`config.mk`:
```
export PLATFORM = sky130hd
export DESIGN_NAME = frequency_counter
export DESIGN_NICKNAME = d
export VERILOG_FILES = /design/src/source/frequency_counter.sv
export VERILOG_INCLUDE_DIRS = /design/src /design/src/source
export SDC_FILE = /design/constraint.sdc
export NUM_CORES = 1
export LEC_CHECK = 0
export BUFFER_PORTS_ARGS = -buffer_cell sky130_fd_sc_hd__buf_4
export CORE_ASPECT_RATIO = 1.5
export CORE_MARGIN = 1.5
export CORE_UTILIZATION = 25
export DETAILED_ROUTE_END_ITERATION = 16
export GPL_TIMING_DRIVEN = 0
export PLACE_DENSITY_LB_ADDON = 0.15
export SYNTH_ARGS = -nofsm -noshare
export SYNTH_HDL_FRONTEND = slang
export SYNTH_SLANG_ARGS = --single-unit
```
`constraint.sdc`:
```
create_clock -name word_clock -period 4.4 [get_ports word_clock]
set_clock_uncertainty 0.2 [all_clocks]
set_input_delay 1.32 -clock word_clock [delete_from_list [all_inputs] [get_ports word_clock]]
set_output_delay 1.32 -clock word_clock [all_outputs]
set_load 0.05 [all_outputs]
```
`src/source/pattern_gen_consts.svh`:
```
`ifndef PATTERN_GEN_CONSTS_SVH
`define PATTERN_GEN_CONSTS_SVH

// ------------------------------------------------------------------------
// spi frame fields
// ------------------------------------------------------------------------
`define ADDR_W 16
`define DATA_W 32
`define CMD_W 8

// only this command code writes, anything else is a read
`define CMD_WRITE 8'h01

// ------------------------------------------------------------------------
// waveform store and playback
// ------------------------------------------------------------------------
`define WAVE_WORDS 1024
`define BYTE_ADDR_W 12

// register bank indices behind chip select 0
`define REG_START 4'd0
`define REG_END 4'd1
`define REG_CONTROL 4'd2
`define REG_FREQ 4'd15

// gate window of 2**GATE_LOG2 word_clock cycles
`define GATE_LOG2 10

`endif

```
`src/source/frequency_counter.sv`:
```
`include "pattern_gen_consts.svh"

module frequency_counter (
	input logic word_clock,
	input logic reset4_word_clock,
	input logic test_clock,
	output logic [`DATA_W-1:0] freq_count
);

	logic [2:0] test_sync;
	logic test_rise;
	logic [`GATE_LOG2-1:0] gate_timer;
	logic gate_end;
	logic [`DATA_W-1:0] edge_count;

	// ------------------------------------------------------------------------
	// test clock sampling
	// ------------------------------------------------------------------------
	// two flops for metastability, third for the edge
	always_ff @(posedge word_clock) begin
		if (reset4_word_clock)
			test_sync <= '0;
		else
			test_sync <= {test_sync[1:0], test_clock};
	end

	assign test_rise = test_sync[1] & ~test_sync[2];

	// ------------------------------------------------------------------------
	// gate window and edge count
	// ------------------------------------------------------------------------
	// last cycle of the window
	assign gate_end = &gate_timer;

	always_ff @(posedge word_clock) begin
		if (reset4_word_clock) begin
			gate_timer <= '0;
			edge_count <= '0;
			freq_count <= '0;
		end else begin
			gate_timer <= gate_timer + 1'b1;
			if (gate_end) begin
				// publish, including an edge in this cycle
				freq_count <= edge_count + {{(`DATA_W-1){1'b0}}, test_rise};
				edge_count <= '0;
			end else if (test_rise) begin
				edge_count <= edge_count + 1'b1;
			end
		end
	end

endmodule

```
== After elaboration in Yosys (flattened, before gate mapping) ==
Cells that the tools add are included.

* Register bits after elaboration: 77
* Input port bits: 3
* Word-level logic and storage cells: 11

* Add/subtract/negate cells: 3
* Bitwise logic cells: 2
* Reductions and logical operators: 2

{| class="wikitable"
|+ Operator list
! operator !! count
|-
| $add A32 B1 Y32 || 1
|-
| $add A32 B1 Y32 const B || 1
|-
| $add A10 B1 Y10 const B || 1
|-
| $reduce_and A10 Y1 || 1
|-
| $reduce_or A2 Y1 || 1
|-
| $and A1 B1 Y1 || 1
|-
| $not A1 Y1 || 1
|}

== Depth between registers and ports, before layout ==
* Depth in word-level cells: 3
* Gate-level depth with buffers: 9
* Depth with buffers taken out: 7

== Worst setup path before layout ==
No wires, ideal clock.

* Path type: register to register
* From: register test_sync[1]
* To: register freq_count[24]
* Arrival time: 2385 ps
* Setup slack: 1724 ps
* Cell stages (with the launch flop): 10
* Buffers on the path: 2
* Cell sequence: dfxtp_1 -> nor2b_1 -> ha_1 -> ha_1 -> nand3_2 -> or4_1 -> buf_2 -> buf_6 -> or3_1 -> a311oi_1

* Longest elaborated chain between the ends: 2

{| class="wikitable"
|+ RTL lines
! item !! line !! source
|-
| start: declaration || frequency_counter.sv:10 || <nowiki>logic [2:0] test_sync;</nowiki>
|-
| start signal: assignment || frequency_counter.sv:24 || <nowiki>test_sync <= {test_sync[1:0], test_clock};</nowiki>
|-
| $and A1 B1 Y1 || frequency_counter.sv:27 || <nowiki>assign test_rise = test_sync[1] & ~test_sync[2];</nowiki>
|-
| $add A32 B1 Y32 || frequency_counter.sv:44 || <nowiki>freq_count <= edge_count + {{(`DATA_W-1){1'b0}}, test_rise};</nowiki>
|-
| end signal: assignment || frequency_counter.sv:44 ||
|-
| end: declaration || frequency_counter.sv:7 || <nowiki>output logic [`DATA_W-1:0] freq_count</nowiki>
|}

Every way passes these cells.
A chain may end at the register's enable or synchronous reset.

== Final worst setup path ==
Ends and elaborated chain as after synthesis.

==> impl_summary.log <==
INFO  metric die_height = 152 um
INFO  metric routed_wl = 11,400 um
INFO  metric cts-buffers-inserted = 9
INFO  metric ffs_latches_synth = 77
INFO  metric placed_cells = 658
INFO  metric power = 1.53 mW
INFO  metric core_area = 0.0145 mm2
INFO  metric die-area = 0.0156 mm2
INFO  metric layout.nets = 480
INFO  metric worstReg2RegStart = test_sync[1]
INFO  metric hpwlAfterDp = 8470 um
INFO  metric critical_path_required = 4.43 ns
INFO  metric io_buffer_count = 34
INFO  metric yosysWarnings = 0
INFO  metric total_leakage_power = 1.48 nW
INFO  metric final.period_utilization = 0.710
INFO  metric grt-ovfl-total = 0
INFO  metric first_iter_violations = 118
INFO  metric grt.total_usage = 0.155
INFO  metric std_cell_rows = 54
INFO  metric initial_core_utilization = 0.256
INFO  metric post_dp_cell_area = 0.00422 mm2
INFO  metric drt.antenna.violating_nets = 0
INFO  metric crit_path_end_kind = register
INFO  metric global_route_wire_length_before_repair = 18,200 um
INFO  metric max_freq = 0.320 GHz
INFO  metric buffer_levels_on_the_longest_clock_path = 2
INFO  metric die_w = 103 um
INFO  metric power.share.combinational = 0.020
INFO  metric p_sw = 0.309 mW
INFO  metric clock_sinks = 77
INFO  metric cts_post_setup_buffers_inserted = 0
INFO  metric synth_top_flop_cell = dfxtp_1
INFO  metric postCtsResizedCells = 0
INFO  metric drc = 0
INFO  metric cts_max_level = 3
INFO  metric sw_frac_of_total = 0.203
INFO  metric grt_start_max_net_pins = 13
INFO  metric relative_max_transition_margin = 0.406
INFO  metric gp_congestion = 0.789
INFO  metric clkTransAtPathRegs = 0.06 ns
INFO  metric synth_cell_types = 40
INFO  metric power.density_cell_area = 337 mW/mm2
INFO  metric pins_over_slew_limit = 0
INFO  metric final.fill_count = 1,569
INFO  metric cts-root-buf = clkbuf_16
INFO  metric n_antenna_cell = 0
INFO  metric wl_per_cell = 17.0 um
INFO  metric finalInstanceArea = 0.00453 mm2
INFO  metric ys_seq_area_frac = 0.415
INFO  metric hold_path_startpoint = test_sync[0]
INFO  metric rsz0062_at_grt = false
INFO  metric cp_data_arrival_time = 3.16 ns
INFO  metric syn_nets = 435
INFO  metric design.portCount = 35
INFO  metric hold_path_class = register to register
INFO  metric finalNonFillerCells = 673
INFO  metric max_slew.worst_pin.slew = 0.887 ns
INFO  metric status = complete, no violations
INFO  metric antenna_found_initial = 0
INFO  metric internal_power = 1.22 mW
INFO  metric timing.reg2reg.setup_slack = 1.28 ns
INFO  metric p_clk_frac = 0.518
INFO  metric crit_path_max_fanout = 10
INFO  metric worst-setup-path-type = register to register
INFO  metric drive_above_1_share = 0.145
INFO  metric cap_viol_max_count = 0
INFO  metric synth_cells = 428
INFO  metric crit_start = test_sync[1]
INFO  metric report.final.hold_viol_count = 0
INFO  metric final_common_cell = dfxtp_1
INFO  metric detailedRoute.firstPassIterationCount = 4
INFO  metric worst_setup_path_start_kind = register
INFO  metric tritoncts = done
INFO  metric postSynthAreaPerCell = 8.68 um2
INFO  metric totalNegativeSetupSlack = 0 ns
INFO  metric fin_hold_ws = 0.240 ns
INFO  metric setup_viol = 0
INFO  metric avgViaCountPerCell = 4.96
INFO  metric routed-via-count = 3,335
INFO  metric cts_hold_repair.buffers = 0
INFO  metric clk_latency = 0.33 ns
INFO  metric layout_common_cells = dfxtp_1, nor2_1, buf_4, nand2_1, clkbuf_1
INFO  metric min_period = 3.12 ns
INFO  metric area_growth = 21.9%
INFO  metric irDropWorstVdd = 0.185 mV
INFO  metric p_seq_frac = 0.462
INFO  metric grt_pass1_vias = 3,307
INFO  metric share_of_flip_flops_with_an_asynchronous_set_or_reset = 0
INFO  metric synth-edff-count = 0
INFO  metric synthesis.area = 0.00371 mm2
-- layer usage --
layer	global-route usage	routed length [um]
met1	0.184	4810
met4	0.0737	363
met5	0	0
met2	0.265	5850
met3	0.0257	391
-- cell families after synthesis --
| family | after synthesis | share of synthesized area |
|---|---|---|
| mux | 8 | 0.0216 |
| buf+inv | 35 | 0.0408 |
| fa+ha+maj | 4 | 0.0135 |
| simple gates | 191 | 0.285 |
| xor+xnor | 31 | 0.0731 |
| flops | 77 | 0.415 |
| compound gates | 82 | 0.151 |
-- final timing paths --
| path | end | cells past startpoint |
|---|---|---|
| worst max register to register | freq_count[24] | 9 |
| worst min-delay path | test_sync[1] | 1 |
| worst min register to register | test_sync[1] | 1 |
| worst max-delay path | freq_count[24] | 9 |
-- power by group through the flow --
stage / clock network, mW / registers [mW] / logic [mW]
global route: 0.848 / 0.705 / 0.0336
finish: 0.791 / 0.705 / 0.0305
global placement: 0 / 0.720 / 0.0312
CTS: 0.814 / 0.705 / 0.0312
detailed placement: 0 / 0.720 / 0.0310
floorplan: 0 / 0.719 / 0.0196
-- stage by stage --
step / util / setup slack [ns]
after floorplan: - / 1.72
after global placement: 0.290 / 1.20
after detailed placement: 0.290 / 1.20
after CTS: 0.312 / 1.27
after global routing: 0.312 / 1.16
final: 0.312 / 1.28
-- area by class of cell --
| cell class | count | area [um2] | area share |
|---|---|---|---|
| repair buffers | 34 | 255 | 0.0564 |
| well taps | 196 | 245 | 0.0541 |
| clock buffers | 10 | 239 | 0.0528 |
| plain buffers | 35 | 151 | 0.0334 |
| clock inverters | 5 | 75.1 | 0.0166 |
| multi-input cells | 316 | 2020 | 0.446 |
| flip-flops and latches | 77 | 1540 | 0.340 |
-- Yosys cell counts (6+ instances only) --
| library cell | number | area, um2 |
|---|---|---|
| clkbuf_1 | 24 | 90.1 |
| a211oi_1 | 14 | 105 |
| nand2b_1 | 10 | 62.6 |
| o21ai_0 | 13 | 65.1 |
| a31oi_1 | 6 | 37.5 |
| buf_2 | 8 | 40.0 |
| or4_1 | 14 | 105 |
| a21oi_1 | 14 | 70.1 |
| a311oi_1 | 11 | 96.3 |
| dfxtp_1 | 77 | 1540 |
| nand4_1 | 13 | 81.3 |
| o31ai_1 | 13 | 97.6 |
| xnor2_1 | 14 | 123 |
| nor2_1 | 48 | 180 |
| and3_1 | 7 | 43.8 |
| nand2_1 | 28 | 105 |
| nand3_1 | 11 | 55.1 |
| mux2i_1 | 8 | 80.1 |
| or3_1 | 14 | 87.6 |
| xor2_1 | 17 | 149 |
| nor4_1 | 11 | 68.8 |
-- sequential cells by signal, summed over array words and instances, names as in the netlist --
register / cells
edge_count: 32
freq_count: 32
gate_timer: 10
test_sync: 3
-- worst max-delay path, stage by stage, from the launching register on --
cell and delay, ns:
dfxtp_1 0.36, nor2b_1 0.33, ha_1 0.24, ha_1 0.21, nand3_2 0.17, or4_1 0.56
buf_2 0.20, buf_6 0.16, or3_1 0.32, a311oi_1 0.27
No activity file was read; power rests on OpenSTA's default activity.
