`config.mk`:
```
export PLATFORM = sky130hd
export DESIGN_NAME = playback_sequencer
export DESIGN_NICKNAME = d
export VERILOG_FILES = /design/src/source/playback_sequencer.sv
export VERILOG_INCLUDE_DIRS = /design/src /design/src/source
export SDC_FILE = /design/constraint.sdc
export NUM_CORES = 1
export LEC_CHECK = 0
export BUFFER_PORTS_ARGS = -buffer_cell sky130_fd_sc_hd__buf_2
export CORE_MARGIN = 3
export CORE_UTILIZATION = 48
export CTS_CLUSTER_SIZE = 14
export DETAILED_ROUTE_END_ITERATION = 8
export HOLD_SLACK_MARGIN = 0.15
export PLACE_DENSITY = 0.78
export RECOVER_POWER = 25
export SLEW_MARGIN = 20
export SYNTH_ARGS = -nofsm -noshare
export SYNTH_HDL_FRONTEND = slang
export SYNTH_SLANG_ARGS = --single-unit
```
`constraint.sdc`:
```
create_clock -name word_clock -period 3.3 [get_ports word_clock]
set_clock_uncertainty 0.15 [all_clocks]
set_input_delay 0.33 -clock word_clock [delete_from_list [all_inputs] [get_ports word_clock]]
set_output_delay 0.33 -clock word_clock [all_outputs]
set_load 0.02 [all_outputs]
```
`src/source/pattern_gen_consts.svh`:
```
`ifndef PATTERN_GEN_CONSTS_SVH
`define PATTERN_GEN_CONSTS_SVH

// ------------------------------------------------------------------------
// spi frame fields
// ------------------------------------------------------------------------
`define ADDR_W 16
`define DATA_W 32
`define CMD_W 8

// only this command code writes, anything else is a read
`define CMD_WRITE 8'h01

// ------------------------------------------------------------------------
// waveform store and playback
// ------------------------------------------------------------------------
`define WAVE_WORDS 1024
`define BYTE_ADDR_W 12

// register bank indices behind chip select 0
`define REG_START 4'd0
`define REG_END 4'd1
`define REG_CONTROL 4'd2
`define REG_FREQ 4'd15

// gate window of 2**GATE_LOG2 word_clock cycles
`define GATE_LOG2 10

`endif

```
`src/source/playback_sequencer.sv`:
```
`include "pattern_gen_consts.svh"

module playback_sequencer (
	input logic word_clock,
	input logic reset4_word_clock,
	input logic play_enable,
	input logic [`BYTE_ADDR_W-1:0] start_addr,
	input logic [`BYTE_ADDR_W-1:0] end_addr,
	output logic [`BYTE_ADDR_W-1:0] play_addr,
	output logic frame_sync
);

	// one extra bit so the last address never wraps
	logic [`BYTE_ADDR_W:0] next_addr;
	logic running;
	logic at_start;
	logic [1:0] sync_pipe;

	assign next_addr = {1'b0, play_addr} + 1'b1;

	// ------------------------------------------------------------------------
	// byte address counter
	// ------------------------------------------------------------------------
	always_ff @(posedge word_clock) begin
		if (reset4_word_clock || !play_enable) begin
			// idle, park on the start byte
			play_addr <= start_addr;
			running <= 1'b0;
			at_start <= 1'b0;
		end else if (!running) begin
			// first loop after enable
			play_addr <= start_addr;
			running <= 1'b1;
			at_start <= 1'b1;
		end else if (next_addr >= {1'b0, end_addr}) begin
			// end minus one reached, loop back
			play_addr <= start_addr;
			at_start <= 1'b1;
		end else begin
			play_addr <= next_addr[`BYTE_ADDR_W-1:0];
			at_start <= 1'b0;
		end
	end

	// ------------------------------------------------------------------------
	// frame sync pipeline
	// ------------------------------------------------------------------------
	// at_start marks play_addr == start
	// two more stages match the memory read path
	always_ff @(posedge word_clock) begin
		if (reset4_word_clock)
			sync_pipe <= '0;
		else
			sync_pipe <= {sync_pipe[0], at_start};
	end

	assign frame_sync = sync_pipe[1];

endmodule

```
After elaboration in Yosys (flattened, before gate mapping)
Cells that the tools add are included.

cells by class
  add/sub/neg operators = 1
  $lt $le $gt $ge = 1
  muxes and demuxes = 6
  reduce and logical (&&, ||, !) cells = 2

operator list
  kind                                                              count
  12-bit two-way mux                                                3
  12-bit by 1-bit adder with 13-bit output (second input constant)  1
  13-bit by 12-bit >= comparator with 1-bit output                  1
  1-bit two-way mux                                                 3
  1-bit logical NOT                                                 1
  1-bit logical OR                                                  1

storage, ports and cells
  bits in registers = 16
  input port bits = 27

Depth between registers and ports, before layout
  depth in word-level cells = 5
  gate-level depth with buffers = 12
  mapped depth without buffers = 11

Worst setup path before layout
OpenSTA, ideal clock, no wires.

  kind = register -> register
  start = register play_addr[0]
  end = register play_addr[10]
  setup time = 121 ps
  arrival time = 2,833 ps
  slack = 195 ps
  cell stages (with the launch flop) = 13
  buffers on the path = 1
  period minus slack after synthesis = 3,105 ps
  cells stage by stage = dfxtp_1 ha_1 nand3_1 nor2_1 nand3_1 xnor2_1 ha_1 a21o_1 a21oi_1 o41ai_2 nor4b_4 buf_8 mux2_4

on the way
  cells in the longest elaborated chain, start to end = 5

RTL lines
  what                                              line                      source
  start: declaration                                playback_sequencer.sv:9   output logic [`BYTE_ADDR_W-1:0] play_addr,
  start signal: assignment                          playback_sequencer.sv:27  play_addr <= start_addr;
  start signal: assignment                          playback_sequencer.sv:32  play_addr <= start_addr;
  start signal: assignment                          playback_sequencer.sv:37  play_addr <= start_addr;
  12-bit by 1-bit adder with 13-bit output (*)      playback_sequencer.sv:19  assign next_addr = {1'b0, play_addr} + 1'b1;
  13-bit by 12-bit >= comparator with 1-bit output  playback_sequencer.sv:35  end else if (next_addr >= {1'b0, end_addr}) begin
  12-bit two-way mux (*)                            playback_sequencer.sv:35
  12-bit two-way mux (*)                            playback_sequencer.sv:30  end else if (!running) begin
  12-bit two-way mux (*)                            playback_sequencer.sv:25  if (reset4_word_clock || !play_enable) begin

Every way passes the cells marked *; elsewhere a longest branch is shown, timed or not.
A chain may end at the register's enable or synchronous reset.

Worst setup path after layout
  start = register play_addr[1]
  end = register play_addr[11]

Same word-level chain as after synthesis.

==> results.py <==
metrics = {
    "global_route": {
        "grt_pass1_vias": 975,
        "grt_max_degree": 10,
        "grt_overflow_total": 0,
        "grt_pass1_wl_mm": 4.06,
        "antenna_found_initial": 0,
        "grt_use_total": 0.199,
    },
    "die": {
        "initial_core_util": 0.521,
        "boundaryPins": 40,
        "rows": 16,
        "core_area_um2": 2020,
        "fp.dieW_um": 52.9,
        "die-area_um2": 2790,
        "die_h_um": 52.9,
    },
    "setup_path": {
        "critPathMaxStageDelay_ns": 0.40,
        "rrSetupSlack_ns": 0.21,
        "path_max_fanout": 6,
        "cpMaxStageDelayCell": "dfxtp_1",
        "cp_data_required_time_ns": 3.34,
        "reg2reg_to": "play_addr[11]$_DFF_P_",
        "arrival_ns": 3.13,
        "startpoint": "play_addr[1]$_DFF_P_",
        "path_common_cell": "ha_1",
        "r2r-start": "play_addr[1]$_DFF_P_",
        "worstSetupEndpoint": "play_addr[11]$_DFF_P_",
        "path_class": "reg2reg",
        "cp-start-kind": "flop",
        "critPathCaptureType": "flop",
        "path_cells": "ha_1 > nand3_2 > nor2_2 > xor2_1 > ha_1 > and4_1 > o311ai_1 > a21oi_1 > nor4b_4 > buf_4 > mux2_1",
        "reg2reg_depth": 11,
    },
    "run_status": {
        "outcome": "finished, final reports clean",
    },
    "worst_hold_path": {
        "hold_path_class": "in2reg",
    },
    "sta": {
        "period_needed_ns": 3.09,
        "setup_viol": 0,
        "rsz0062_at_grt": "no",
        "slew-limit-headroom": 0.696,
        "hold_violations": 0,
        "drv_slew": 0,
        "tightest_slew_ns": 0.450,
        "clock.fmax_ghz": 0.323,
        "fin_setup_tns_ns": 0,
        "min_period_over_period": 0.938,
    },
    "power": {
        "p_int_mw": 0.344,
        "p_clk_frac": 0.275,
        "irDropWorstVdd_v": 0.000237,
        "total_power_mw": 0.487,
        "combinationalPowerShare": 0.280,
        "p_leak_nw": 0.736,
        "p_seq_frac": 0.446,
        "switching_power_mw": 0.142,
        "switching_share": 0.292,
        "power_density_nw_per_um2": 332,
    },
    "yosys": {
        "synthSimpleGateAreaFrac": 0.154,
        "synthesis.yosys.warnings": 0,
        "syn-num-nets": 143,
        "seq_area_frac_synth": 0.304,
        "synth_ff_type": "dfxtp_1",
        "synthDistinctLibCells": 28,
        "synth_fa_ha_area_frac": 0.154,
        "ys_ff_latch": 16,
        "syn_area_um2": 1050,
        "async_reset_ff_frac": 0,
        "synth_area_per_cell_um2": 10.2,
        "synth_top_family_by_area": "multiplexers",
        "synth_compound_gate_area_share": 0.0808,
        "yosysTopAreaCell": "dfxtp_1",
        "synth_edf_count": 0,
        "yosysTopAreaCellShare": 0.304,
        "postSynthCellCount": 103,
        "synth_area_leaders": "dfxtp_1 (30%), ha_1 (15%), mux2_4 (13%), inv_1 (5.0%), xnor2_1 (4.2%)",
        "synth_xor_xnor_area_share": 0.0831,
        "synthMuxAreaShare": 0.159,
    },
    "drt": {
        "vias": 934,
        "avgViaCountPerCell": 4.94,
        "first_pass_iters": 4,
        "first_iter_violations": 9,
        "drt_wl_total_mm": 2.44,
        "drt-wirelength-per-cell_um": 12.9,
        "drcViolationCount": 0,
        "final_antenna_net_count": 0,
    },
    "place": {
        "place_congestion": 0.746,
        "port_buffers": 39,
        "dpl.hpwl_mm": 1.88,
    },
    "clock_tree": {
        "path_clk_slew_ns": 0.10,
        "htree_levels": 1,
        "cts.sinks": 16,
        "clockBufferDepth": 2,
        "clkLatencyLatePin_ns": 0.29,
        "cts_tree": "done",
        "cts_inserted_buffers": 3,
        "root_buffer": "clkbuf_4",
    },
    "final_layout": {
        "drive_gt1_frac": 0.358,
        "final_cell_mix": "buf_2 (34), dfxtp_1 (16), inv_1 (14)",
        "antenna_cells": 0,
        "area.growth.synth_to_final_pct": 39.1,
        "design.final.nets": 203,
        "mostFrequentLayoutCell": "buf_2",
    },
    "flow_run": {
        "maxCapViolCount": 0,
    },
}
-- layout make-up --
cell class	count	area [µm²]
Inverter	14	52.6
Tap cell	27	33.8
Sequential cell	16	320
Clock buffer	4	36.3
Multi-Input combinational cell	72	673
Fill cell	161	557
Timing Repair Buffer	56	349
-- power by group through the flow --
stage	combinational [mW]	clock [mW]	sequential [mW]
after CTS	0.136	0.137	0.217
after global routing	0.151	0.146	0.219
after global placement	0.119	0	0.220
after floorplan	0.0672	0	0.233
final	0.136	0.134	0.217
after detailed placement	0.124	0	0.221
-- cell usage after synthesis (all sizes together) (2+ instances only) --
library cell and count:
nand2 2, a21oi 5, xor2 5, nand3 7
nor2b 3, ha 13, mux2 11, xnor2 5
inv 14, and3 2, nor2 4, dfxtp 16
nand4 3, a21o 2
-- worst max-delay path: cells and delay by family (launching register included) --
family / cells / cell delay [ns]
XOR/XNOR: 1 / 0.25
flip-flops: 1 / 0.40
buffers and inverters: 1 / 0.21
multiplexers: 1 / 0.33
adder cells (fa/ha/maj): 2 / 0.51
AND/OR/NAND/NOR: 4 / 0.84
AO/OA/AOI/OAI: 2 / 0.29
-- worst min-delay path by stage --
stage / startpoint / endpoint / slack, ns / cells after the start
after global placement: at_start$_SDFF_PN0_ / sync_pipe[0]$_SDFF_PP0_ / 0.27 / 1
after global routing: play_enable / running$_DFF_P_ / 0.18 / 2
after floorplan: reset4_word_clock / sync_pipe[0]$_SDFF_PP0_ / 0.25 / 1
after detailed placement: sync_pipe[0]$_SDFF_PP0_ / sync_pipe[1]$_SDFF_PP0_ / 0.27 / 1
after CTS: play_enable / running$_DFF_P_ / 0.17 / 2
final: play_enable / running$_DFF_P_ / 0.18 / 2
-- layer usage --
| metal | global-route usage | vias to the layer above | part of all wire |
|---|---|---|---|
| met4 | 0.0766 | 0 | 0.015 |
| li1 | - | 479 | - |
| met3 | 0.0366 | 5 | 0.052 |
| met5 | 0 | - | 0 |
| met1 | 0.219 | 416 | 0.42 |
| met2 | 0.372 | 34 | 0.51 |
-- cells by family after synthesis --
group,after synthesis
xor+xnor,10
simple gates,26
fa+ha+maj,13
compound gates,11
buf+inv,15
flops,16
mux,12
-- per-stage QoR --
| stage | cell area [µm²] | util | hold WS, ns | setup slack [ns] | cells |
|---|---|---|---|---|---|
| final | 1470 | 0.725 | 0.176 | 0.205 | 189 |
| after global routing | 1470 | 0.725 | 0.181 | 0.0247 | 189 |
| after CTS | 1460 | 0.724 | 0.170 | 0.149 | 189 |
| after detailed placement | 1300 | 0.642 | 0.274 | 0.174 | 172 |
| after global placement | 1300 | 0.642 | 0.269 | 0.258 | 172 |
| after floorplan | 1050 | - | 0.252 | 0.195 | 103 |
-- sequential cells by signal, summed over array words and instances, names as in the netlist --
name       flops
at_start       1
play_addr     12
running        1
sync_pipe      2
-- what timing repair did --
action	in CTS	in global routing
hold endpoints to repair	15	0
setup buffers	0	0
resized for setup	0	2
hold buffers	13	0
endpoints found under the setup margin	0	11
Note: power is estimated with default switching activity, not from simulation.
