`src/source/pattern_gen_consts.svh`:
```
`ifndef PATTERN_GEN_CONSTS_SVH
`define PATTERN_GEN_CONSTS_SVH

// ------------------------------------------------------------------------
// spi frame fields
// ------------------------------------------------------------------------
`define ADDR_W 16
`define DATA_W 32
`define CMD_W 8

// only this command code writes, anything else is a read
`define CMD_WRITE 8'h01

// ------------------------------------------------------------------------
// waveform store and playback
// ------------------------------------------------------------------------
`define WAVE_WORDS 1024
`define BYTE_ADDR_W 12

// register bank indices behind chip select 0
`define REG_START 4'd0
`define REG_END 4'd1
`define REG_CONTROL 4'd2
`define REG_FREQ 4'd15

// gate window of 2**GATE_LOG2 word_clock cycles
`define GATE_LOG2 10

`endif

```
`src/source/pattern_gen_pkg.sv`:
```
`include "pattern_gen_consts.svh"

package pattern_gen_pkg;

	// ------------------------------------------------------------------------
	// one decoded spi frame
	// ------------------------------------------------------------------------
	// command, address and data as seen on the wire
	// write is a single cycle pulse after the frame closes
	typedef struct packed {
		logic [`CMD_W-1:0] command;
		logic [`ADDR_W-1:0] address;
		logic [`DATA_W-1:0] data;
		logic write;
	} spi_txn_t;

	// ------------------------------------------------------------------------
	// waveform word
	// ------------------------------------------------------------------------
	// whole word for the spi side
	// byte lanes for playback, lane 3 leaves first
	typedef union packed {
		logic [`DATA_W-1:0] word;
		logic [`DATA_W/8-1:0][7:0] lanes;
	} data_word_u;

	// low address bits select a control register
	typedef logic [3:0] reg_index_t;

endpackage

```
`src/source/control_registers.sv`:
```
`include "pattern_gen_consts.svh"

module control_registers (
	input logic word_clock,
	input logic reset4_word_clock,
	input pattern_gen_pkg::spi_txn_t txn,
	output logic [`DATA_W-1:0] read_data,
	input logic [`DATA_W-1:0] freq_count,
	output logic [`BYTE_ADDR_W-1:0] start_addr,
	output logic [`BYTE_ADDR_W-1:0] end_addr,
	output logic play_enable
);

	import pattern_gen_pkg::*;

	// zero padding for the address registers on read
	localparam int pad_w = `DATA_W - `BYTE_ADDR_W;

	reg_index_t index;
	logic [`DATA_W-1:0] control_q;

	// only the low nibble of the spi address decodes
	assign index = txn.address[$bits(reg_index_t)-1:0];

	// ------------------------------------------------------------------------
	// write decode
	// ------------------------------------------------------------------------
	always_ff @(posedge word_clock) begin
		if (reset4_word_clock) begin
			start_addr <= '0;
			end_addr <= '0;
			control_q <= '0;
		end else if (txn.write) begin
			case (index)
				`REG_START: start_addr <= txn.data[`BYTE_ADDR_W-1:0];
				`REG_END: end_addr <= txn.data[`BYTE_ADDR_W-1:0];
				`REG_CONTROL: control_q <= txn.data;
				// freq register is read only, other indices unused
				default: control_q <= control_q;
			endcase
		end
	end

	// bit 0 of the control word runs playback
	assign play_enable = control_q[0];

	// ------------------------------------------------------------------------
	// read mux
	// ------------------------------------------------------------------------
	// one cycle after the address shows up
	always_ff @(posedge word_clock) begin
		case (index)
			`REG_START: read_data <= {{pad_w{1'b0}}, start_addr};
			`REG_END: read_data <= {{pad_w{1'b0}}, end_addr};
			`REG_CONTROL: read_data <= control_q;
			`REG_FREQ: read_data <= freq_count;
			default: read_data <= '0;
		endcase
	end

endmodule

```
`config.mk`:
```
export PLATFORM = sky130hd
export DESIGN_NAME = control_registers
export DESIGN_NICKNAME = d
export VERILOG_FILES = /design/src/source/pattern_gen_pkg.sv /design/src/source/control_registers.sv
export VERILOG_INCLUDE_DIRS = /design/src /design/src/source
export SDC_FILE = /design/constraint.sdc
export NUM_CORES = 1
export LEC_CHECK = 0
export BUFFER_PORTS_ARGS = -buffer_cell sky130_fd_sc_hd__buf_2
export CORE_MARGIN = 3
export CORE_UTILIZATION = 30
export CTS_BUF_LIST = sky130_fd_sc_hd__clkbuf_2 sky130_fd_sc_hd__clkbuf_4 sky130_fd_sc_hd__clkbuf_8
export DETAILED_ROUTE_END_ITERATION = 8
export HOLD_SLACK_MARGIN = 0.15
export PLACE_DENSITY = 0.65
export SYNTH_ARGS = -nofsm -noshare
export SYNTH_HDL_FRONTEND = slang
export SYNTH_SLANG_ARGS = --single-unit
```
`constraint.sdc`:
```
create_clock -name word_clock -period 1.96 [get_ports word_clock]
set_clock_uncertainty 0.2 [all_clocks]
set_input_delay 0.392 -clock word_clock [delete_from_list [all_inputs] [get_ports word_clock]]
set_output_delay 0.392 -clock word_clock [all_outputs]
set_load 0.05 [all_outputs]
```
=== Word level (Yosys, flattened, before mapping) ===
Cells that the tools add are included.

* Equal/unequal tests: 3
* Mux-type cells: 1
* Reduce and logical (&&, ||, !) cells: 4

{| class="wikitable"
|+ Operators with widths
! cell !! number
|-
| 32-bit one-hot mux with 4 select lines || 1
|-
| 2-bit AND reduction || 3
|-
| 4-bit by 1-bit == test with 1-bit output, second input constant || 1
|-
| 4-bit by 2-bit == test with 1-bit output, second input constant || 1
|-
| 4-bit == test, second input constant || 1
|-
| 4-bit logical NOT || 1
|}

* Flip-flop bits (word level): 88
* Input port bits: 91
* Output and inout port bits: 57
* Logic and storage cells: 12

=== Longest topological paths before layout ===
Gate-level depths: netlist (run 1).

* Depth in word-level cells: 2
* Mapped depth: 5

=== Worst setup path after synthesis (run 1) ===
OpenSTA, ideal clock, no wires.

* Kind: input to register
* From: input port txn[33] (netlist bit)
* To: register read_data[0]
* Library setup time: 0.063 ns
* Data arrival time: 1.366 ns
* Setup slack: 0.331 ns
* Cell stages on the path: 5
* Buffers on the path: 2
* Cell sequence: clkbuf_1 nor4_1 buf_2 a22oi_1 nand3_1

* Cells in the longest elaborated chain, start to end: 2

{| class="wikitable"
|+ Ends and longest elaborated chain
! element !! line !! RTL
|-
| from (decl) || control_registers.sv:6 || <nowiki>input pattern_gen_pkg::spi_txn_t txn,</nowiki>
|-
| 4-bit == test (tied with other cells) || control_registers.sv:52 || <nowiki>case (index)</nowiki>
|-
| 32-bit one-hot mux with 4 select lines * || control_registers.sv:52 ||
|-
| to (signal assigned) || control_registers.sv:53 || <nowiki>`REG_START: read_data <= {{pad_w{1'b0}}, start_addr};</nowiki>
|-
| to (signal assigned) || control_registers.sv:54 || <nowiki>`REG_END: read_data <= {{pad_w{1'b0}}, end_addr};</nowiki>
|-
| to (signal assigned) || control_registers.sv:55 || <nowiki>`REG_CONTROL: read_data <= control_q;</nowiki>
|-
| to (decl) || control_registers.sv:7 || <nowiki>output logic [`DATA_W-1:0] read_data,</nowiki>
|}

Every way passes the cells marked *; elsewhere a longest branch is shown, timed or not.
A chain may end at the register's enable or synchronous reset.

=== Worst setup path after layout (run 1) ===
* From: register start_addr[0]
* To: output port start_addr[0]

{| class="wikitable"
|+ RTL lines
! element !! line !! RTL
|-
| from (decl) || control_registers.sv:9 || <nowiki>output logic [`BYTE_ADDR_W-1:0] start_addr,</nowiki>
|-
| from (signal assigned) || control_registers.sv:35 || <nowiki>`REG_START: start_addr <= txn.data[`BYTE_ADDR_W-1:0];</nowiki>
|}

No word-level cell between the ends.

==> results.txt, run 1 <==
GP Congestion -> 0.712
clock insertion delay at the later pin of the skew report -> 350 ps
synth-to-layout area growth -> 48.4%
drt initial violations -> 147
DIE HEIGHT -> 113 um
internal power -> 2770 uW
PnR worst setup slack -> 345 ps
Slew @ Worst Pin -> 784 ps
drt drc -> 0
Syn Nets -> 430
final slew viol count -> 0
Final Util -> 46.4%
All-Layer GR Usage -> 16.4%
Comb pwr share -> 11.7%
layout cells sized above 1 -> 30.9%
Leak -> 0.00235 uW
initial antenna violation count -> 0
Worst Path Buf+Inv -> 1
VDD IR max -> 0.571 mV
worst slack, placed -> -75.8 ps
Port Buffers -> 127
hold_buf cts -> 59
Placed Cells -> 595
HP Class -> input port to register
Arrival @ worst endpoint -> 1020 ps
grt ovf -> 0
Synth area leader -> dfxtp_1
CP delay by family, top -> flip-flops
Initial Utilization -> 31.3%
switching power total -> 848 uW
crit-path max cell delay -> 380 ps
Antenna Cells -> 0
Synth area leaders -> dfxtp_1 51%, nand2b_1 12%, mux2i_1 10%
crit end category -> output pin
clk slew on worst S/H paths -> 80 ps
power per cell area -> 703 mW/mm^2
mean area per synthesized cell -> 10.2 sq um
1st-pass router iterations -> 4
Crit path required time -> 1370 ps
Synth top area share -> 50.8%
FF+latch count, synth -> 88
Mapped Cells -> 339
vias in the first global route -> 3,311
WL final -> 10,500 um
CP Class -> register to output pin
critical path peak fanout -> 3
DR vias/cell -> 4.80
most common cell in the synthesized netlist -> dfxtp_1
GRT met1 Usage -> 19.6%
RSZ-0062 raised after global routing -> no
Final nets -> 616
Max Buffers Root-to-Sink -> 2
Max Fclk -> 619 MHz
final hold vios -> 0
CP Cell Sequence -> buf_2
Flop pwr share -> 50.5%
commonest cells in the netlist -> 88 x dfxtp_1, 68 x nand2b_1, 36 x mux2i_1, 36 x nand3_1, 23 x clkbuf_1
grt peak-use layer -> met2
Synth Flop Type -> dfxtp_1
WL per Instance -> 15.7 um
sequential fraction of the synthesis area -> 50.8%
critical path's slowest cell -> dfxtp_1
Sum Neg Setup Slack -> 0 ps
asr flop ratio synth -> 0%
total CTS buffers -> 9
Sinks on Clock Net -> 88
count of cell types in the netlist -> 20
I/O pin cnt -> 148
pin count of the biggest net entering global routing -> 41
cell area after synthesis -> 0.00346 sq mm
vias -> 3,216
CTS tree -> built
Net Sw Frac -> 23.5%
final non-filler cell area -> 0.00514 sq mm
first-pass GRT wire length -> 16,800 um
Rel. slew slack -> 47.7%
Layout Cells excl Fill -> 670
Detail Route Antenna Nets -> 0
critical path startpoint category -> register
Placed Area -> 0.00433 sq mm
YS warnings -> 0
die area -> 0.0129 sq mm
EDFF count, synth -> 0
GRT met2 Usage -> 28.8%
Final Critical Period -> 1620 ps
Post-CTS Setup Bufs -> 0
H-tree depth -> 3
final setup violation count -> 0
clock power share -> 37.8%
Site Rows -> 38
max-cap check violation count -> 0
Post-CTS Resized -> 0
fin crit share -> 82.4%
status -> complete, no violations
met3 usage -> 4.93%
Die X -> 113 um
root buffer cell -> clkbuf_8
Post-DP HPWL -> 6800 um
core footprint -> 0.0111 sq mm
-- cell usage in the layout, fill, tap and decap left out, drive strengths merged, types with 2 or more instances in the layout --
master / n
dfxtp: 88
clkbuf: 14
a22oi: 12
mux2i: 36
nand3: 36
buf: 145
nand4b: 20
and2: 2
nand2b: 68
o21ai: 20
nand2: 2
a22o: 20
nor4b: 2
dlygate4sd3: 59
-- kinds of logic (layout without fill, tap and decap cells) --
family | after synthesis | count (layout) | synth area share (%)
AOI/OAI and AO/OA | 52 | 52 | 10.5
buffers and inverters | 29 | 220 | 3.43
DFF | 88 | 88 | 50.8
muxes | 36 | 36 | 10.4
and+or+nand+nor | 134 | 134 | 24.8
-- power by group through the flow --
stage          Combinational (uW)  Sequential [uW]  Clock (uW)
6_report                      424             1830        1370
2_1_floorplan                 117             1930           0
5_1_grt                       454             1830        1490
4_1_cts                       422             1830        1420
3_5_place_dp                  331             1870           0
3_3_place_gp                  325             1870           0
-- path summary, 6_finish.rpt --
kind                            slack (ps)  depth (start not counted)                          to                       start
worst max register to register         990                          2        read_data[5]$_DFF_P_  start_addr[5]$_SDFFE_PP0P_
worst min register to register         270                          2  control_q[31]$_SDFFE_PP0P_  control_q[31]$_SDFFE_PP0P_
worst max-delay path                   340                          1               start_addr[0]  start_addr[0]$_SDFFE_PP0P_
worst min-delay path                   180                          3    end_addr[7]$_SDFFE_PP0P_                      txn[8]
-- flip-flops by register name, summed over array words and instances (netlist names) --
register    flops
end_addr       12
start_addr     12
read_data      32
control_q      32
-- worst reg2reg max path: stages, from the launching register on --
cell and delay, ps:
dfxtp_1 330, a22oi_1 210, nand3_1 110
-- layer usage --
| metal | part of all wire, % | vias up |
|---|---|---|
| met4 | 0.99 | 0 |
| met5 | 0 | - |
| met3 | 6.5 | 10 |
| met2 | 49 | 103 |
| li1 | - | 1573 |
| met1 | 44 | 1530 |
-- final cells by class --
type / instances / area, sq um
fillers: 1037 / 5940
flip-flops and latches: 88 / 1760
clock buffers: 14 / 186
clock inverters: 2 / 35.0
multi-input cells: 222 / 1600
well taps: 140 / 175
repair buffers: 204 / 1390
-- stage by stage --
| stage | hold slack, ps | power (uW) |
|---|---|---|
| 6_report | 176 | 3610 |
| 5_1_grt | 176 | 3780 |
| 4_1_cts | 151 | 3660 |
| 3_5_place_dp | 255 | 2200 |
| 3_3_place_gp | 252 | 2190 |
| 2_1_floorplan | 242 | 2050 |
Power figures use the tool's default switching activity.
==> run 2: changes to the inputs <==
==> constraint.sdc (replaced) <==
create_clock -name word_clock -period 1.57 [get_ports word_clock]
set_clock_uncertainty 0.2 [all_clocks]
set_input_delay 0.314 -clock word_clock [delete_from_list [all_inputs] [get_ports word_clock]]
set_output_delay 0.314 -clock word_clock [all_outputs]
set_load 0.05 [all_outputs]
==> run 2 against run 1 <==
Flip-flop and latch count did not move. Worst hold slack better by 93 ps. Sequential share of layout area decreased by 1.3 points. Setup slack got worse by 290 ps. Global-route usage increased by 0.10 points. Final cell count is 1.3% higher. Routed wire length fell by 1.4%. Critical endpoint is now end_addr[8].
==> results.txt, run 2 (synthesis gave the netlist of run 1 again) <==
critical path peak fanout -> 3
biggest registers after layout -> control_q x32, read_data x32
Leak -> 0.00240 uW
pin count of the biggest net entering global routing -> 89
initial antenna violation count -> 0
Final nets -> 625
root buffer cell -> clkbuf_8
grt ovf -> 0
reg2reg setup slack -> 600 ps
Sum Neg Setup Slack -> 0 ps
reg-to-reg endpoint -> read_data[10]$_DFF_P_
worst hold endpoint -> end_addr[11]$_SDFFE_PP0P_
I/O pin cnt -> 148
vias -> 3,252
reg2reg path depth -> 2
Slew @ Worst Pin -> 450 ps
PnR worst setup slack -> 56.0 ps
commonest non-fill, non-tap cell in the layout -> buf_2
DR top layer -> met4
Post-DP HPWL -> 6600 um
worst slack, placed -> -241 ps
first-pass GRT wire length -> 16,800 um
DR vias/cell -> 4.79
clock insertion delay at the later pin of the skew report -> 370 ps
WL met2 -> 5310 um
HP Class -> input port to register
CP Class -> register to output pin
most frequent cells in the layout -> 103 x buf_2, 88 x dfxtp_1, 68 x nand2b_1
Max Buffers Root-to-Sink -> 2
Placed Cells -> 598
layout cells sized above 1 -> 31.0%
status -> complete, no violations
critical path startpoint category -> register
Antenna Cells -> 0
hold_ws -> 269 ps
fin crit share -> 96.4%
clk slew on worst S/H paths -> 90 ps
Detail Route Antenna Nets -> 0
final hold vios -> 0
Port Buffers -> 127
WL met1 -> 4310 um
Arrival @ worst endpoint -> 1000 ps
vias in the first global route -> 3,341
drt drc -> 0
hold path depth -> 5
critical path startpoint -> end_addr[8]$_SDFFE_PP0P_
DIE HEIGHT -> 113 um
Initial Utilization -> 31.3%
1st-pass router iterations -> 6
total CTS buffers -> 9
Rel. slew slack -> 69.9%
crit-path max cell delay -> 380 ps
max-cap check violation count -> 0
CP Cell Sequence -> clkbuf_4
final slew viol count -> 0
Final Util -> 48.2%
reg2reg start -> start_addr[10]$_SDFFE_PP0P_
RSZ-0062 raised after global routing -> no
Max Fclk -> 660 MHz
WL final -> 10,400 um
Final Critical Period -> 1510 ps
Crit path required time -> 1060 ps
core footprint -> 0.0111 sq mm
die area -> 0.0129 sq mm
CTS tree -> built
Sinks on Clock Net -> 88
Site Rows -> 38
critical hold path startpoint -> txn[34]
Layout Cells excl Fill -> 679
WL per Instance -> 15.3 um
Die X -> 113 um
WL met3 -> 664 um
All-Layer GR Usage -> 16.5%
CP delay by family, top -> flip-flops
H-tree depth -> 3
drt initial violations -> 129
power per cell area -> 893 mW/mm^2
Worst Path Buf+Inv -> 1
synth-to-layout area growth -> 54.0%
final setup violation count -> 0
crit end category -> output pin
GP Congestion -> 0.707
critical path's slowest cell -> dfxtp_1
VDD IR max -> 0.889 mV
==> run 2: cell count changes in the layout (fill, tap and decap cells not counted), moves of 2 or more <==
| cell | delta |
|---|---|
| buf_12 | +2 |
| clkbuf_8 | -3 |
| buf_4 | +8 |
| dlygate4sd3_1 | +6 |
| buf_2 | -24 |
| clkbuf_4 | +17 |
| bufinv_16 | +2 |
==> run 2: worst max-delay path by stage <==
stage | depth (start not counted) | to
finish | 1 | end_addr[8]
global route | 1 | start_addr[6]
CTS | 1 | end_addr[9]
detailed placement | 5 | control_q[19]$_SDFFE_PP0P_
global placement | 5 | control_q[25]$_SDFFE_PP0P_
floorplan | 5 | read_data[0]$_DFF_P_
==> run 2: cell type report <==
class | instances | area, sq um
Fill cell | 1019 | 5740
Sequential cell | 88 | 1760
Multi-Input combinational cell | 222 | 1600
Timing Repair Buffer | 213 | 1550
Tap cell | 140 | 175
Clock buffer | 11 | 145
Clock inverter | 5 | 104
==> run 2: per-layer routing <==
| layer | track usage, % | vias to the layer above |
|---|---|---|
| met2 | 29.8 | 104 |
| met4 | 4.09 | 0 |
| met3 | 5.73 | 9 |
| li1 | - | 1591 |
| met1 | 18.6 | 1548 |
| met5 | 0 | - |
==> run 2: what timing repair did <==
item / in CTS / in global routing
buffers inserted: 0 / 0
hold buffers: 65 / 0
hold endpoints to repair: 88 / 0
resized for setup: 3 / 25
pin swaps: 0 / 0
endpoints found under the setup margin: 3 / 21
==> run 2: metrics by stage <==
step           power, uW  instance area, sq um
6_report            4770                  5340
5_1_grt             4970                  5340
4_1_cts             4820                  5280
3_5_place_dp        2750                  4380
3_3_place_gp        2740                  4380
2_1_floorplan       2560                  3460
==> run 2: where the power goes <==
| group | leakage (uW) | total (uW) | internal, uW | switching (uW) |
|---|---|---|---|---|
| Clock | 0.000127 | 1940 | 1120 | 819 |
| Sequential | 0.000711 | 2280 | 2260 | 15.6 |
| Combinational | 0.00156 | 549 | 283 | 266 |
