$ cat config.mk
export PLATFORM = sky130hd
export DESIGN_NAME = spi_cmd_peripheral
export DESIGN_NICKNAME = d
export VERILOG_FILES = /design/src/source/pattern_gen_pkg.sv /design/src/source/spi_cmd_peripheral.sv
export VERILOG_INCLUDE_DIRS = /design/src /design/src/source
export SDC_FILE = /design/constraint.sdc
export NUM_CORES = 1
export LEC_CHECK = 0
export BUFFER_PORTS_ARGS = -buffer_cell sky130_fd_sc_hd__buf_4
export CORE_ASPECT_RATIO = 1.2
export CORE_UTILIZATION = 25
export CTS_CLUSTER_SIZE = 16
export DETAILED_ROUTE_END_ITERATION = 10
export GPL_TIMING_DRIVEN = 1
export PLACE_DENSITY_LB_ADDON = 0.1
export RECOVER_POWER = 100
export SLEW_MARGIN = 20
export SYNTH_ARGS = -nofsm -noshare
export SYNTH_HDL_FRONTEND = slang
export SYNTH_SLANG_ARGS = --single-unit
$ cat constraint.sdc
create_clock -name word_clock -period 3.85 [get_ports word_clock]
set_input_delay 0.5775 -clock word_clock [delete_from_list [all_inputs] [get_ports word_clock]]
set_output_delay 0.5775 -clock word_clock [all_outputs]
set_load 0.05 [all_outputs]
$ cat src/source/pattern_gen_consts.svh
`ifndef PATTERN_GEN_CONSTS_SVH
`define PATTERN_GEN_CONSTS_SVH

// ------------------------------------------------------------------------
// spi frame fields
// ------------------------------------------------------------------------
`define ADDR_W 16
`define DATA_W 32
`define CMD_W 8

// only this command code writes, anything else is a read
`define CMD_WRITE 8'h01

// ------------------------------------------------------------------------
// waveform store and playback
// ------------------------------------------------------------------------
`define WAVE_WORDS 1024
`define BYTE_ADDR_W 12

// register bank indices behind chip select 0
`define REG_START 4'd0
`define REG_END 4'd1
`define REG_CONTROL 4'd2
`define REG_FREQ 4'd15

// gate window of 2**GATE_LOG2 word_clock cycles
`define GATE_LOG2 10

`endif

$ cat src/source/pattern_gen_pkg.sv
`include "pattern_gen_consts.svh"

package pattern_gen_pkg;

	// ------------------------------------------------------------------------
	// one decoded spi frame
	// ------------------------------------------------------------------------
	// command, address and data as seen on the wire
	// write is a single cycle pulse after the frame closes
	typedef struct packed {
		logic [`CMD_W-1:0] command;
		logic [`ADDR_W-1:0] address;
		logic [`DATA_W-1:0] data;
		logic write;
	} spi_txn_t;

	// ------------------------------------------------------------------------
	// waveform word
	// ------------------------------------------------------------------------
	// whole word for the spi side
	// byte lanes for playback, lane 3 leaves first
	typedef union packed {
		logic [`DATA_W-1:0] word;
		logic [`DATA_W/8-1:0][7:0] lanes;
	} data_word_u;

	// low address bits select a control register
	typedef logic [3:0] reg_index_t;

endpackage

$ cat src/source/spi_cmd_peripheral.sv
`include "pattern_gen_consts.svh"

module spi_cmd_peripheral (
	input logic word_clock,
	input logic reset4_word_clock,
	input logic sclk,
	input logic mosi,
	input logic ssel,
	output logic miso,
	output pattern_gen_pkg::spi_txn_t txn,
	input logic [`DATA_W-1:0] read_data
);

	// fsm encodings
	localparam logic [1:0] st_idle = 2'd0;
	localparam logic [1:0] st_header = 2'd1;
	localparam logic [1:0] st_data = 2'd2;
	localparam logic [1:0] st_done = 2'd3;

	// 24 header bits, 56 in the whole frame
	localparam logic [5:0] header_bits = 6'(`CMD_W + `ADDR_W);
	localparam logic [5:0] frame_bits = 6'(`CMD_W + `ADDR_W + `DATA_W);

	logic [2:0] sclk_sync;
	logic [2:0] ssel_sync;
	logic [1:0] mosi_sync;
	logic sclk_rise;
	logic sclk_fall;
	logic ssel_fall;
	logic ssel_rise;

	logic [1:0] state;
	logic [5:0] bit_count;
	logic [`DATA_W-1:0] shift_in;
	logic [`DATA_W-1:0] shift_next;
	logic [`DATA_W-1:0] shift_out;
	logic shift_en;
	logic header_capture;
	logic data_capture;

	logic [`CMD_W-1:0] cmd_q;
	logic [`ADDR_W-1:0] addr_q;
	logic [`DATA_W-1:0] data_q;
	logic write_q;

	// ------------------------------------------------------------------------
	// input synchronizers and edge detect
	// ------------------------------------------------------------------------
	// chip select idles high, so the sync chain starts high
	always_ff @(posedge word_clock) begin
		if (reset4_word_clock) begin
			sclk_sync <= '0;
			ssel_sync <= '1;
			mosi_sync <= '0;
		end else begin
			sclk_sync <= {sclk_sync[1:0], sclk};
			ssel_sync <= {ssel_sync[1:0], ssel};
			mosi_sync <= {mosi_sync[0], mosi};
		end
	end

	// mosi_sync[1] lines up with sclk_sync[1]
	assign sclk_rise = sclk_sync[1] & ~sclk_sync[2];
	assign sclk_fall = ~sclk_sync[1] & sclk_sync[2];
	assign ssel_fall = ~ssel_sync[1] & ssel_sync[2];
	assign ssel_rise = ssel_sync[1] & ~ssel_sync[2];

	// ------------------------------------------------------------------------
	// receive shifter
	// ------------------------------------------------------------------------
	assign shift_next = {shift_in[`DATA_W-2:0], mosi_sync[1]};

	// header bits, then data bits, msb first
	assign shift_en = sclk_rise &&
		((state == st_header && bit_count < header_bits) || state == st_data);
	// last header bit and last data bit
	assign header_capture = sclk_rise && state == st_header &&
		bit_count == header_bits - 6'd1;
	assign data_capture = sclk_rise && state == st_data &&
		bit_count == frame_bits - 6'd1;

	always_ff @(posedge word_clock) begin
		if (shift_en)
			shift_in <= shift_next;
		// address goes out early so read data can be fetched
		if (header_capture) begin
			cmd_q <= shift_next[`ADDR_W +: `CMD_W];
			addr_q <= shift_next[`ADDR_W-1:0];
		end
		if (data_capture)
			data_q <= shift_next;
	end

	// ------------------------------------------------------------------------
	// frame fsm, miso shifter, write pulse
	// ------------------------------------------------------------------------
	always_ff @(posedge word_clock) begin
		if (reset4_word_clock) begin
			state <= st_idle;
			bit_count <= '0;
			shift_out <= '0;
			write_q <= 1'b0;
		end else begin
			write_q <= 1'b0;
			if (ssel_fall) begin
				// new frame
				state <= st_header;
				bit_count <= '0;
			end else if (ssel_rise) begin
				// frame closed, write only after a complete frame
				if (state == st_done && cmd_q == `CMD_WRITE)
					write_q <= 1'b1;
				state <= st_idle;
				shift_out <= '0;
			end else begin
				case (state)
					st_header: begin
						if (sclk_rise && bit_count < header_bits) begin
							bit_count <= bit_count + 6'd1;
						end else if (sclk_fall && bit_count == header_bits) begin
							// first falling edge after bit 24, read data is ready
							shift_out <= read_data;
							state <= st_data;
						end
					end
					st_data: begin
						if (sclk_rise) begin
							bit_count <= bit_count + 6'd1;
							if (bit_count == frame_bits - 6'd1)
								state <= st_done;
						end else if (sclk_fall) begin
							// host samples on the rising edge
							shift_out <= {shift_out[`DATA_W-2:0], 1'b0};
						end
					end
					// wait for chip select to go high
					st_done: begin
						bit_count <= bit_count;
					end
					default: begin
						bit_count <= '0;
					end
				endcase
			end
		end
	end

	assign miso = shift_out[`DATA_W-1];

	assign txn = '{command: cmd_q, address: addr_q, data: data_q, write: write_q};

endmodule

# Word level (Yosys, flattened, before mapping)
# Cells that the tools add are included.
# Widths: inputs -> output; s select.
dict set report totals {
  reg_bits 136
  inputBits 37
  out_inout_bits 58
  wordCells 82
}
dict set report classes {
  n_addsub 1
  magnitude_cmp 1
  eq_ne 20
  n_mux 17
  n_bitwise 11
  n_reduce_logical 20
}
# op count
set ops {}
lappend ops {{$mux 32} 5}
lappend ops {{$pmux 32 s2} 1}
lappend ops {{$pmux 6 s3} 1}
lappend ops {{$eq 6x5->1 const B} 2}
lappend ops {{$mux 6} 2}
lappend ops {{$reduce_and 5->1} 2}
lappend ops {{$logic_and 1x1->1} 9}
lappend ops {{$ne 3x3->1 const B} 3}
lappend ops {{$eq 8x1->1 const B} 1}
lappend ops {{$mux 2} 4}
lappend ops {{$ne 4x3->1 const B} 2}
lappend ops {{$ne 4x4->1 const B} 2}
lappend ops {{$not 1->1} 7}
lappend ops {{$add 6x1->6 const B} 1}
lappend ops {{$eq 6x6->1 const B} 1}
lappend ops {{$lt 6x5->1 const B} 1}
lappend ops {{$ne 2x1->1 const B} 3}
lappend ops {{$reduce_and 6->1} 1}
lappend ops {{$reduce_or 3->1} 2}
lappend ops {{$and 1x1->1} 4}
lappend ops {{$eq 2x2->1 const B} 2}
lappend ops {{$ne 2x2->1 const B} 2}
lappend ops {{$pmux 2 s2} 1}
lappend ops {{$reduce_and 4->1} 1}
lappend ops {{8 further kinds} 10}

# Logic depth before layout (Yosys ltp)
# Gate-level depths: netlist of the first run.
dict set report logic_depth {
  word_depth 8
  mapped_depth 9
  depth_no_buf 7
}

# Worst setup path after synthesis of the first run
# OpenSTA, ideal clock, no wires.
dict set report synth_timing {
  path_kind {reg2reg}
  from {register state[0]}
  to {register shift_in[0] (enable)}
  setup_time_ns 0.419
  arrival_ns 2.579
  t_required_ns 3.431
  slack_ns 0.852
  path_stages_with_launch 7
  n_path_buf 2
  period_less_slack_ns 2.998
  path_cell_list {dfxtp_1 -> inv_1 -> ha_1 -> buf_2 -> buf_1 -> a31oi_1 -> nor2_1}
}
dict set report synth_via {
  elab_chain_cells 4
  elab_cells_between_ends 5
  cone_classes {2 x eq/ne; 3 x reduce/logical}
}
# element line_no
set synth_rtl {}
lappend synth_rtl {{from (decl)} spi_cmd_peripheral.sv:32} ;# logic [1:0] state;
lappend synth_rtl {{from (signal assigned)} spi_cmd_peripheral.sv:99} ;# state <= st_idle;
lappend synth_rtl {{from (signal assigned)} spi_cmd_peripheral.sv:107} ;# state <= st_header;
lappend synth_rtl {{from (signal assigned)} spi_cmd_peripheral.sv:113} ;# state <= st_idle;
lappend synth_rtl {{$eq 2x1->1} spi_cmd_peripheral.sv:75} ;# ((state == st_header && bit_count < header_bits) || state == st_data);
lappend synth_rtl {{$logic_and 1x1->1} spi_cmd_peripheral.sv:75}
lappend synth_rtl {{$logic_or 1x1->1 *} spi_cmd_peripheral.sv:75}
lappend synth_rtl {{$logic_and 1x1->1 *} spi_cmd_peripheral.sv:74} ;# assign shift_en = sclk_rise &&
lappend synth_rtl {{net shift_en} spi_cmd_peripheral.sv:37} ;# logic shift_en;
lappend synth_rtl {{to (signal assigned)} spi_cmd_peripheral.sv:84} ;# shift_in <= shift_next;
lappend synth_rtl {{to (decl)} spi_cmd_peripheral.sv:34} ;# logic [`DATA_W-1:0] shift_in;
# Mark *: on every way through the listed nets, which the timed path passes. The rest lies on a longest branch.
# A chain may end at the register's enable or synchronous reset.

# Worst setup path after layout of the first run
dict set report layout_timing {
  from {register state[1]}
  to {register shift_out[27]}
}
dict set report layout_via {
  elab_chain_cells 3
  elab_cells_between_ends 10
  cone_classes {6 x eq/ne; 2 x mux; 2 x reduce/logical}
}
# element line_no
set layout_rtl {}
lappend layout_rtl {{$eq 2x1->1 / $eq 2x2->1 (equally long branches)} spi_cmd_peripheral.sv:116} ;# case (state)
lappend layout_rtl {{$ne 3x2->1 (no line) (tied with other cells)} -}
lappend layout_rtl {{$reduce_and 6->1 (no line) / $mux 32 (equally long branches)} -}
lappend layout_rtl {{to (signal assigned)} spi_cmd_peripheral.sv:122} ;# shift_out <= read_data;
lappend layout_rtl {{to (signal assigned)} spi_cmd_peripheral.sv:133} ;# shift_out <= {shift_out[`DATA_W-2:0], 1'b0};
lappend layout_rtl {{to (decl)} spi_cmd_peripheral.sv:36} ;# logic [`DATA_W-1:0] shift_out;
# Parallel ways exist; a longest one is shown, timed or not.

==> results of run 1 <==
state kept, by name, indices dropped and copies added, names as in the netlist:
signal and count:
addr_q 16, bit_count 6, cmd_q 8, data_q 32
mosi_sync 2, sclk_sync 3, shift_in 31, shift_out 32
ssel_sync 3, state 2, write_q 1
cell type report:
cell class	instances	share of cell area [%]
Sequential cell	136	56.76
Multi-Input combinational cell	198	20.26
Timing Repair Buffer	101	8.300
Clock buffer	17	6.719
Tap cell	261	5.158
Clock inverter	15	2.273
Inverter	9	0.5336
through the flow:
step	worst slack [ps]	hold slack [ps]	power [W]
floorplan	852.3	389.5	0.001650
global placement	1410	394.6	0.001697
CTS	1251	339.3	0.003270
global route	676.8	349.0	0.003335
finish	939.2	352.1	0.003216
detailed placement	1259	399.5	0.001698
cells in the mapped netlist, drive strengths merged:
library cell	count	area, um2
edfxtp	87	2613
dfxtp	49	980.9
a21oi	40	200.2
nand2	36	137.6
or3	32	200.2
mux2i	31	310.3
clkbuf	17	66.31
inv	9	33.78
ha	7	87.58
nor2	7	26.28
nor2b	6	37.54
buf	5	25.03
o21ai	5	25.02
or2	4	25.02
or4b	4	40.04
a31oi	3	18.77
or4	3	22.52
and3	2	12.51
and4	2	17.52
nand3	2	10.01
nor3	2	10.01
a2111oi	1	8.760
a211o	1	8.760
a21boi	1	7.510
a311oi	1	8.760
and4b	1	10.01
nand2b	1	6.260
nand3b	1	7.510
nor4	1	6.260
o21a	1	7.510
o31ai	1	7.510
o41a	1	11.26
or3b	1	8.760
logic make-up after synthesis:
| group | Yosys count | synth area share [%] |
|---|---|---|
| fa+ha+maj | 7 | 1.752 |
| mux | 31 | 6.208 |
| compound gates | 55 | 6.083 |
| simple gates | 105 | 11.56 |
| buf+inv | 31 | 2.503 |
| flops | 136 | 71.89 |
power groups by stage:
stage	clock network [W]	logic (W)	registers [W]
after global placement	0	0.000106	0.00159
after global routing	0.00166	0.000116	0.00156
after floorplan	0	0.0000607	0.00159
after CTS	0.00160	0.000108	0.00156
final	0.00155	0.000104	0.00156
after detailed placement	0	0.000108	0.00159
worst register-to-register path, stage by stage, from the launching register on:
cell and delay, ps:
dfxtp_1 370, inv_1 70, ha_1 230, nor2b_1 180, a311oi_1 280, a211o_1 500, clkbuf_1 790, or3_1 230
a21oi_1 60
metal layers:
layer	vias up	part of all wire [%]	routed length, um	track usage [%]
met5	-	0	0	0
met4	0	1.8	189	5.255
met3	12	6.4	656	3.229
met2	99	48	4881	17.41
met1	1480	44	4528	12.12
li1	1539	-	-	-
path summary, 6_finish.rpt:
check / cells past startpoint / start / slack (ps) / to
worst max-delay path: 8 / state[1] / 940 / shift_out[27]
worst min-delay path: 2 / ssel / 350 / ssel_sync[0]
worst max register to register: 8 / state[1] / 940 / shift_out[27]
worst min register to register: 1 / ssel_sync[0] / 420 / ssel_sync[1]
==> impl_metrics.ini, run 1 <==
[final_layout]
seq_area_mm2 = 0.003593
fill_cells = 2007
stdcell_area_mm2 = 0.006331
layout-drive-gt1-share_pct = 16.81
fin_util_pct = 32.39
layoutNonFillerInstCount = 737
final_nets = 507
layout_common_cells = 87 x edfxtp_1, 62 x clkbuf_1, 49 x dfxtp_1
mostFrequentLayoutCell = edfxtp_1
diodes = 0
multi_input_area_mm2 = 0.001282
area_growth_pct = 26.66

[clock_network]
cts_tree = built
cts.sinks = 136
cts_buffers = 17
cts_hold_buf = 0
cts.repair.resized = 0
postCtsSetupBuffers = 0
clockBufferDepth = 2
clk_latency_ps = 410
cts_root_buf = clkbuf_16
h-tree-depth = 4
clk_pin_slew_ps = 60

[sta]
rsz0062_at_grt = false
fin_crit_ps = 2911
tns_ps = 0
fmaxAchievable_mhz = 343.5
period_share_pct = 75.61
slew_viol_final = 43
fin_skew_ps = 6.835
max_slew_margin_pct = -31.26
tightestPinTransition_ps = 1969
hold_viol = 0
setup_violations = 0

[placed_design]
port_buffers = 94
placed_area_mm2 = 0.005997
dp_hpwl_mm = 6.416
gp_congestion = 0.6734
placed_cells = 705

[run]
cap_violations = 1

[critical_path]
crit_arrival_ps = 3120
critPathRequiredTime_ps = 4060
end_kind = flop
slowest_delay_ps = 790
critical_path_class = reg2reg
crit_fanout = 27
crit_slowest_cell = clkbuf_1
crit_family = buffers and inverters
crit_buf_inv = 2
path_cells = inv_1 -> ha_1 -> nor2b_1 -> a311oi_1 -> a211o_1 -> clkbuf_1 -> or3_1 -> a21oi_1
start_kind = flop

[power]
power_density_mw_per_mm2 = 508.0
vdd_drop_max_v = 0.0002620
p_sw_w = 0.0007113
total_leakage_power_nw = 2.045
power.share.clock_pct = 48.3
pwr-share-seq_pct = 48.5
p_int_w = 0.002505
power_frac_comb_pct = 3.2
switching_share_pct = 22.12

[run_status]
violations = capacitance limit, slew limit
outcome = finished, violations left

[global_route]
grt.overflow.total = 0
grt_pass1_wl_mm = 15.98
grt_pass1_vias = 3113
antenna_found_initial = 0
gr-usage-all-layers_pct = 10.49
grt_max_degree = 43

[yosys]
synth_cell_types = 38
postSynthCellCount = 365
post_synth.cell_area_avg_um2 = 13.69
synth-seq-area-share_pct = 71.89
ys_ff_latch = 136
synthesis.nets = 409
synth_warnings = 0
syn_area_mm2 = 0.004999

[min_path]
min-delay-path-class = in2reg

[floorplan]
row_count = 56
dieHeight_um = 156.9
die_width_um = 131.1
die_area_mm2 = 0.02057
core_mm2 = 0.01955
start_util_pct = 25.57
io_pins = 95

[detailed_routing]
routed_via_density = 4.247
drtPass1Iterations = 4
routedWlPerCell_um = 13.91
vias = 3130
wirelength_mm = 10.25
postRouteAntennaNets = 0
drtIter0Drc = 119
drc = 0
(Power assumes the default switching activity.)
==> run 2: changes to the inputs <==
==> constraint.sdc (replaced) <==
create_clock -name word_clock -period 2.65 [get_ports word_clock]
set_input_delay 0.3975 -clock word_clock [delete_from_list [all_inputs] [get_ports word_clock]]
set_output_delay 0.3975 -clock word_clock [all_outputs]
set_load 0.05 [all_outputs]
==> impl_metrics.ini, run 2 (same netlist as run 1, synthesis figures left out) <==
[final_layout]
layout-drive-gt1-share_pct = 17.40
mostFrequentLayoutCell = edfxtp_1
diodes = 0
final_nets = 508
layoutNonFillerInstCount = 738
top_regs = data_q (32), shift_out (32), shift_in (31)
area_growth_pct = 28.16
layout_common_cells = 87 x edfxtp_1, 60 x clkbuf_1, 49 x dfxtp_1

[sta]
rsz0062_at_grt = false
tightestPinTransition_ps = 1999
fin_skew_ps = 8.748
hold_viol = 0
max_slew_margin_pct = -33.29
setup_violations = 0
fin_crit_ps = 2360
slew_viol_final = 43
period_share_pct = 89.06
tns_ps = 0
fmaxAchievable_mhz = 423.7

[global_route]
gr-usage-all-layers_pct = 10.50
grt_pass1_vias = 3157
antenna_found_initial = 0
grt_max_degree = 43
grt_pass1_wl_mm = 15.99
grt.overflow.total = 0

[critical_path]
end_kind = flop
crit_arrival_ps = 2670
r2r_end = shift_out[29]
critPathRequiredTime_ps = 2960
rrSetupSlack_ps = 290
worstRegToRegCells = 6
crit_fanout = 34
reg2reg_from = bit_count[3]
start_kind = flop
critical_path_class = reg2reg

[floorplan]
core_mm2 = 0.01955
die_area_mm2 = 0.02057
dieHeight_um = 156.9
start_util_pct = 25.57
io_pins = 95
die_width_um = 131.1
row_count = 56

[placed_design]
placed_cells = 706
dp_hpwl_mm = 6.317
gp_congestion = 0.7007
port_buffers = 94

[clock_network]
postCtsSetupBuffers = 0
h-tree-depth = 4
clk_latency_ps = 420
cts_hold_buf = 0
cts_buffers = 17
cts.repair.resized = 0
cts_tree = built
cts_root_buf = clkbuf_16
clockBufferDepth = 2
cts.sinks = 136
clk_pin_slew_ps = 60

[detailed_routing]
routed_via_density = 4.267
routedWlPerCell_um = 13.81
drtPass1Iterations = 4
wirelength_mm = 10.19
postRouteAntennaNets = 0
drtIter0Drc = 113
drc = 0
vias = 3149

[min_path]
worstHoldPathCells = 2
min_from = ssel
min-delay-path-class = in2reg
holdPathEnd = ssel_sync[0]

[run_status]
outcome = finished, violations left
violations = capacitance limit, slew limit

[power]
vdd_drop_max_v = 0.0004410
total_leakage_power_nw = 2.075
power_density_mw_per_mm2 = 767.7

[run]
cap_violations = 1
-- run 2: layout make-up --
| class | instances | area, um2 |
|---|---|---|
| Sequential cell | 136 | 3593 |
| Inverter | 9 | 33.78 |
| Clock buffer | 18 | 429.2 |
| Clock inverter | 14 | 197.7 |
| Timing Repair Buffer | 102 | 536.8 |
| Tap cell | 261 | 326.6 |
| Fill cell | 1987 | 13140 |
| Multi-Input combinational cell | 198 | 1289 |
-- run 2: layer usage --
| metal | track usage [%] | up-vias | wire length [um] |
|---|---|---|---|
| met5 | 0 | - | 0 |
| met3 | 3.875 | 12 | 652 |
| met4 | 4.871 | 0 | 155 |
| li1 | - | 1536 | - |
| met2 | 16.88 | 92 | 4618 |
| met1 | 12.35 | 1509 | 4768 |
-- run 2: worst max-delay path by stage --
stage                 start             to  slack, ps  cells past startpoint
3_5_place_dp   bit_count[0]  shift_out[31]        360                      8
6_report       bit_count[3]  shift_out[29]        290                      6
2_1_floorplan      state[0]    shift_in[0]        150                      6
4_1_cts        bit_count[0]  shift_out[29]        330                      8
3_3_place_gp   bit_count[0]  shift_out[28]        420                      8
5_1_grt        bit_count[3]   shift_out[7]         90                      6
-- run 2: worst max-delay path, stage by stage, from the launching register on --
cell and delay, ps:
dfxtp_1 440, nand2_1 130, o41a_1 440, a211o_2 450, buf_4 260, or3_1 370, a21oi_1 160
-- run 2: report_power, final --
| group | switching [W] | internal (W) | total, W |
|---|---|---|---|
| Clock | 0.000916 | 0.00158 | 0.00250 |
| Combinational | 0.0000774 | 0.0000768 | 0.000154 |
| Sequential | 0.0000123 | 0.00225 | 0.00227 |
-- run 2: metrics by stage --
step	worst slack (ps)	cell area [um2]	util, %	hold slack, ps	power (W)
floorplan	145.9	5001	-	389.5	0.002398
global placement	418.1	6011	30.75	396.3	0.002467
detailed placement	358.1	6011	30.75	411.6	0.002469
CTS	327.2	6638	33.95	149.1	0.005000
global route	93.17	6406	32.77	160.5	0.005092
finish	289.9	6406	32.77	168.5	0.004918
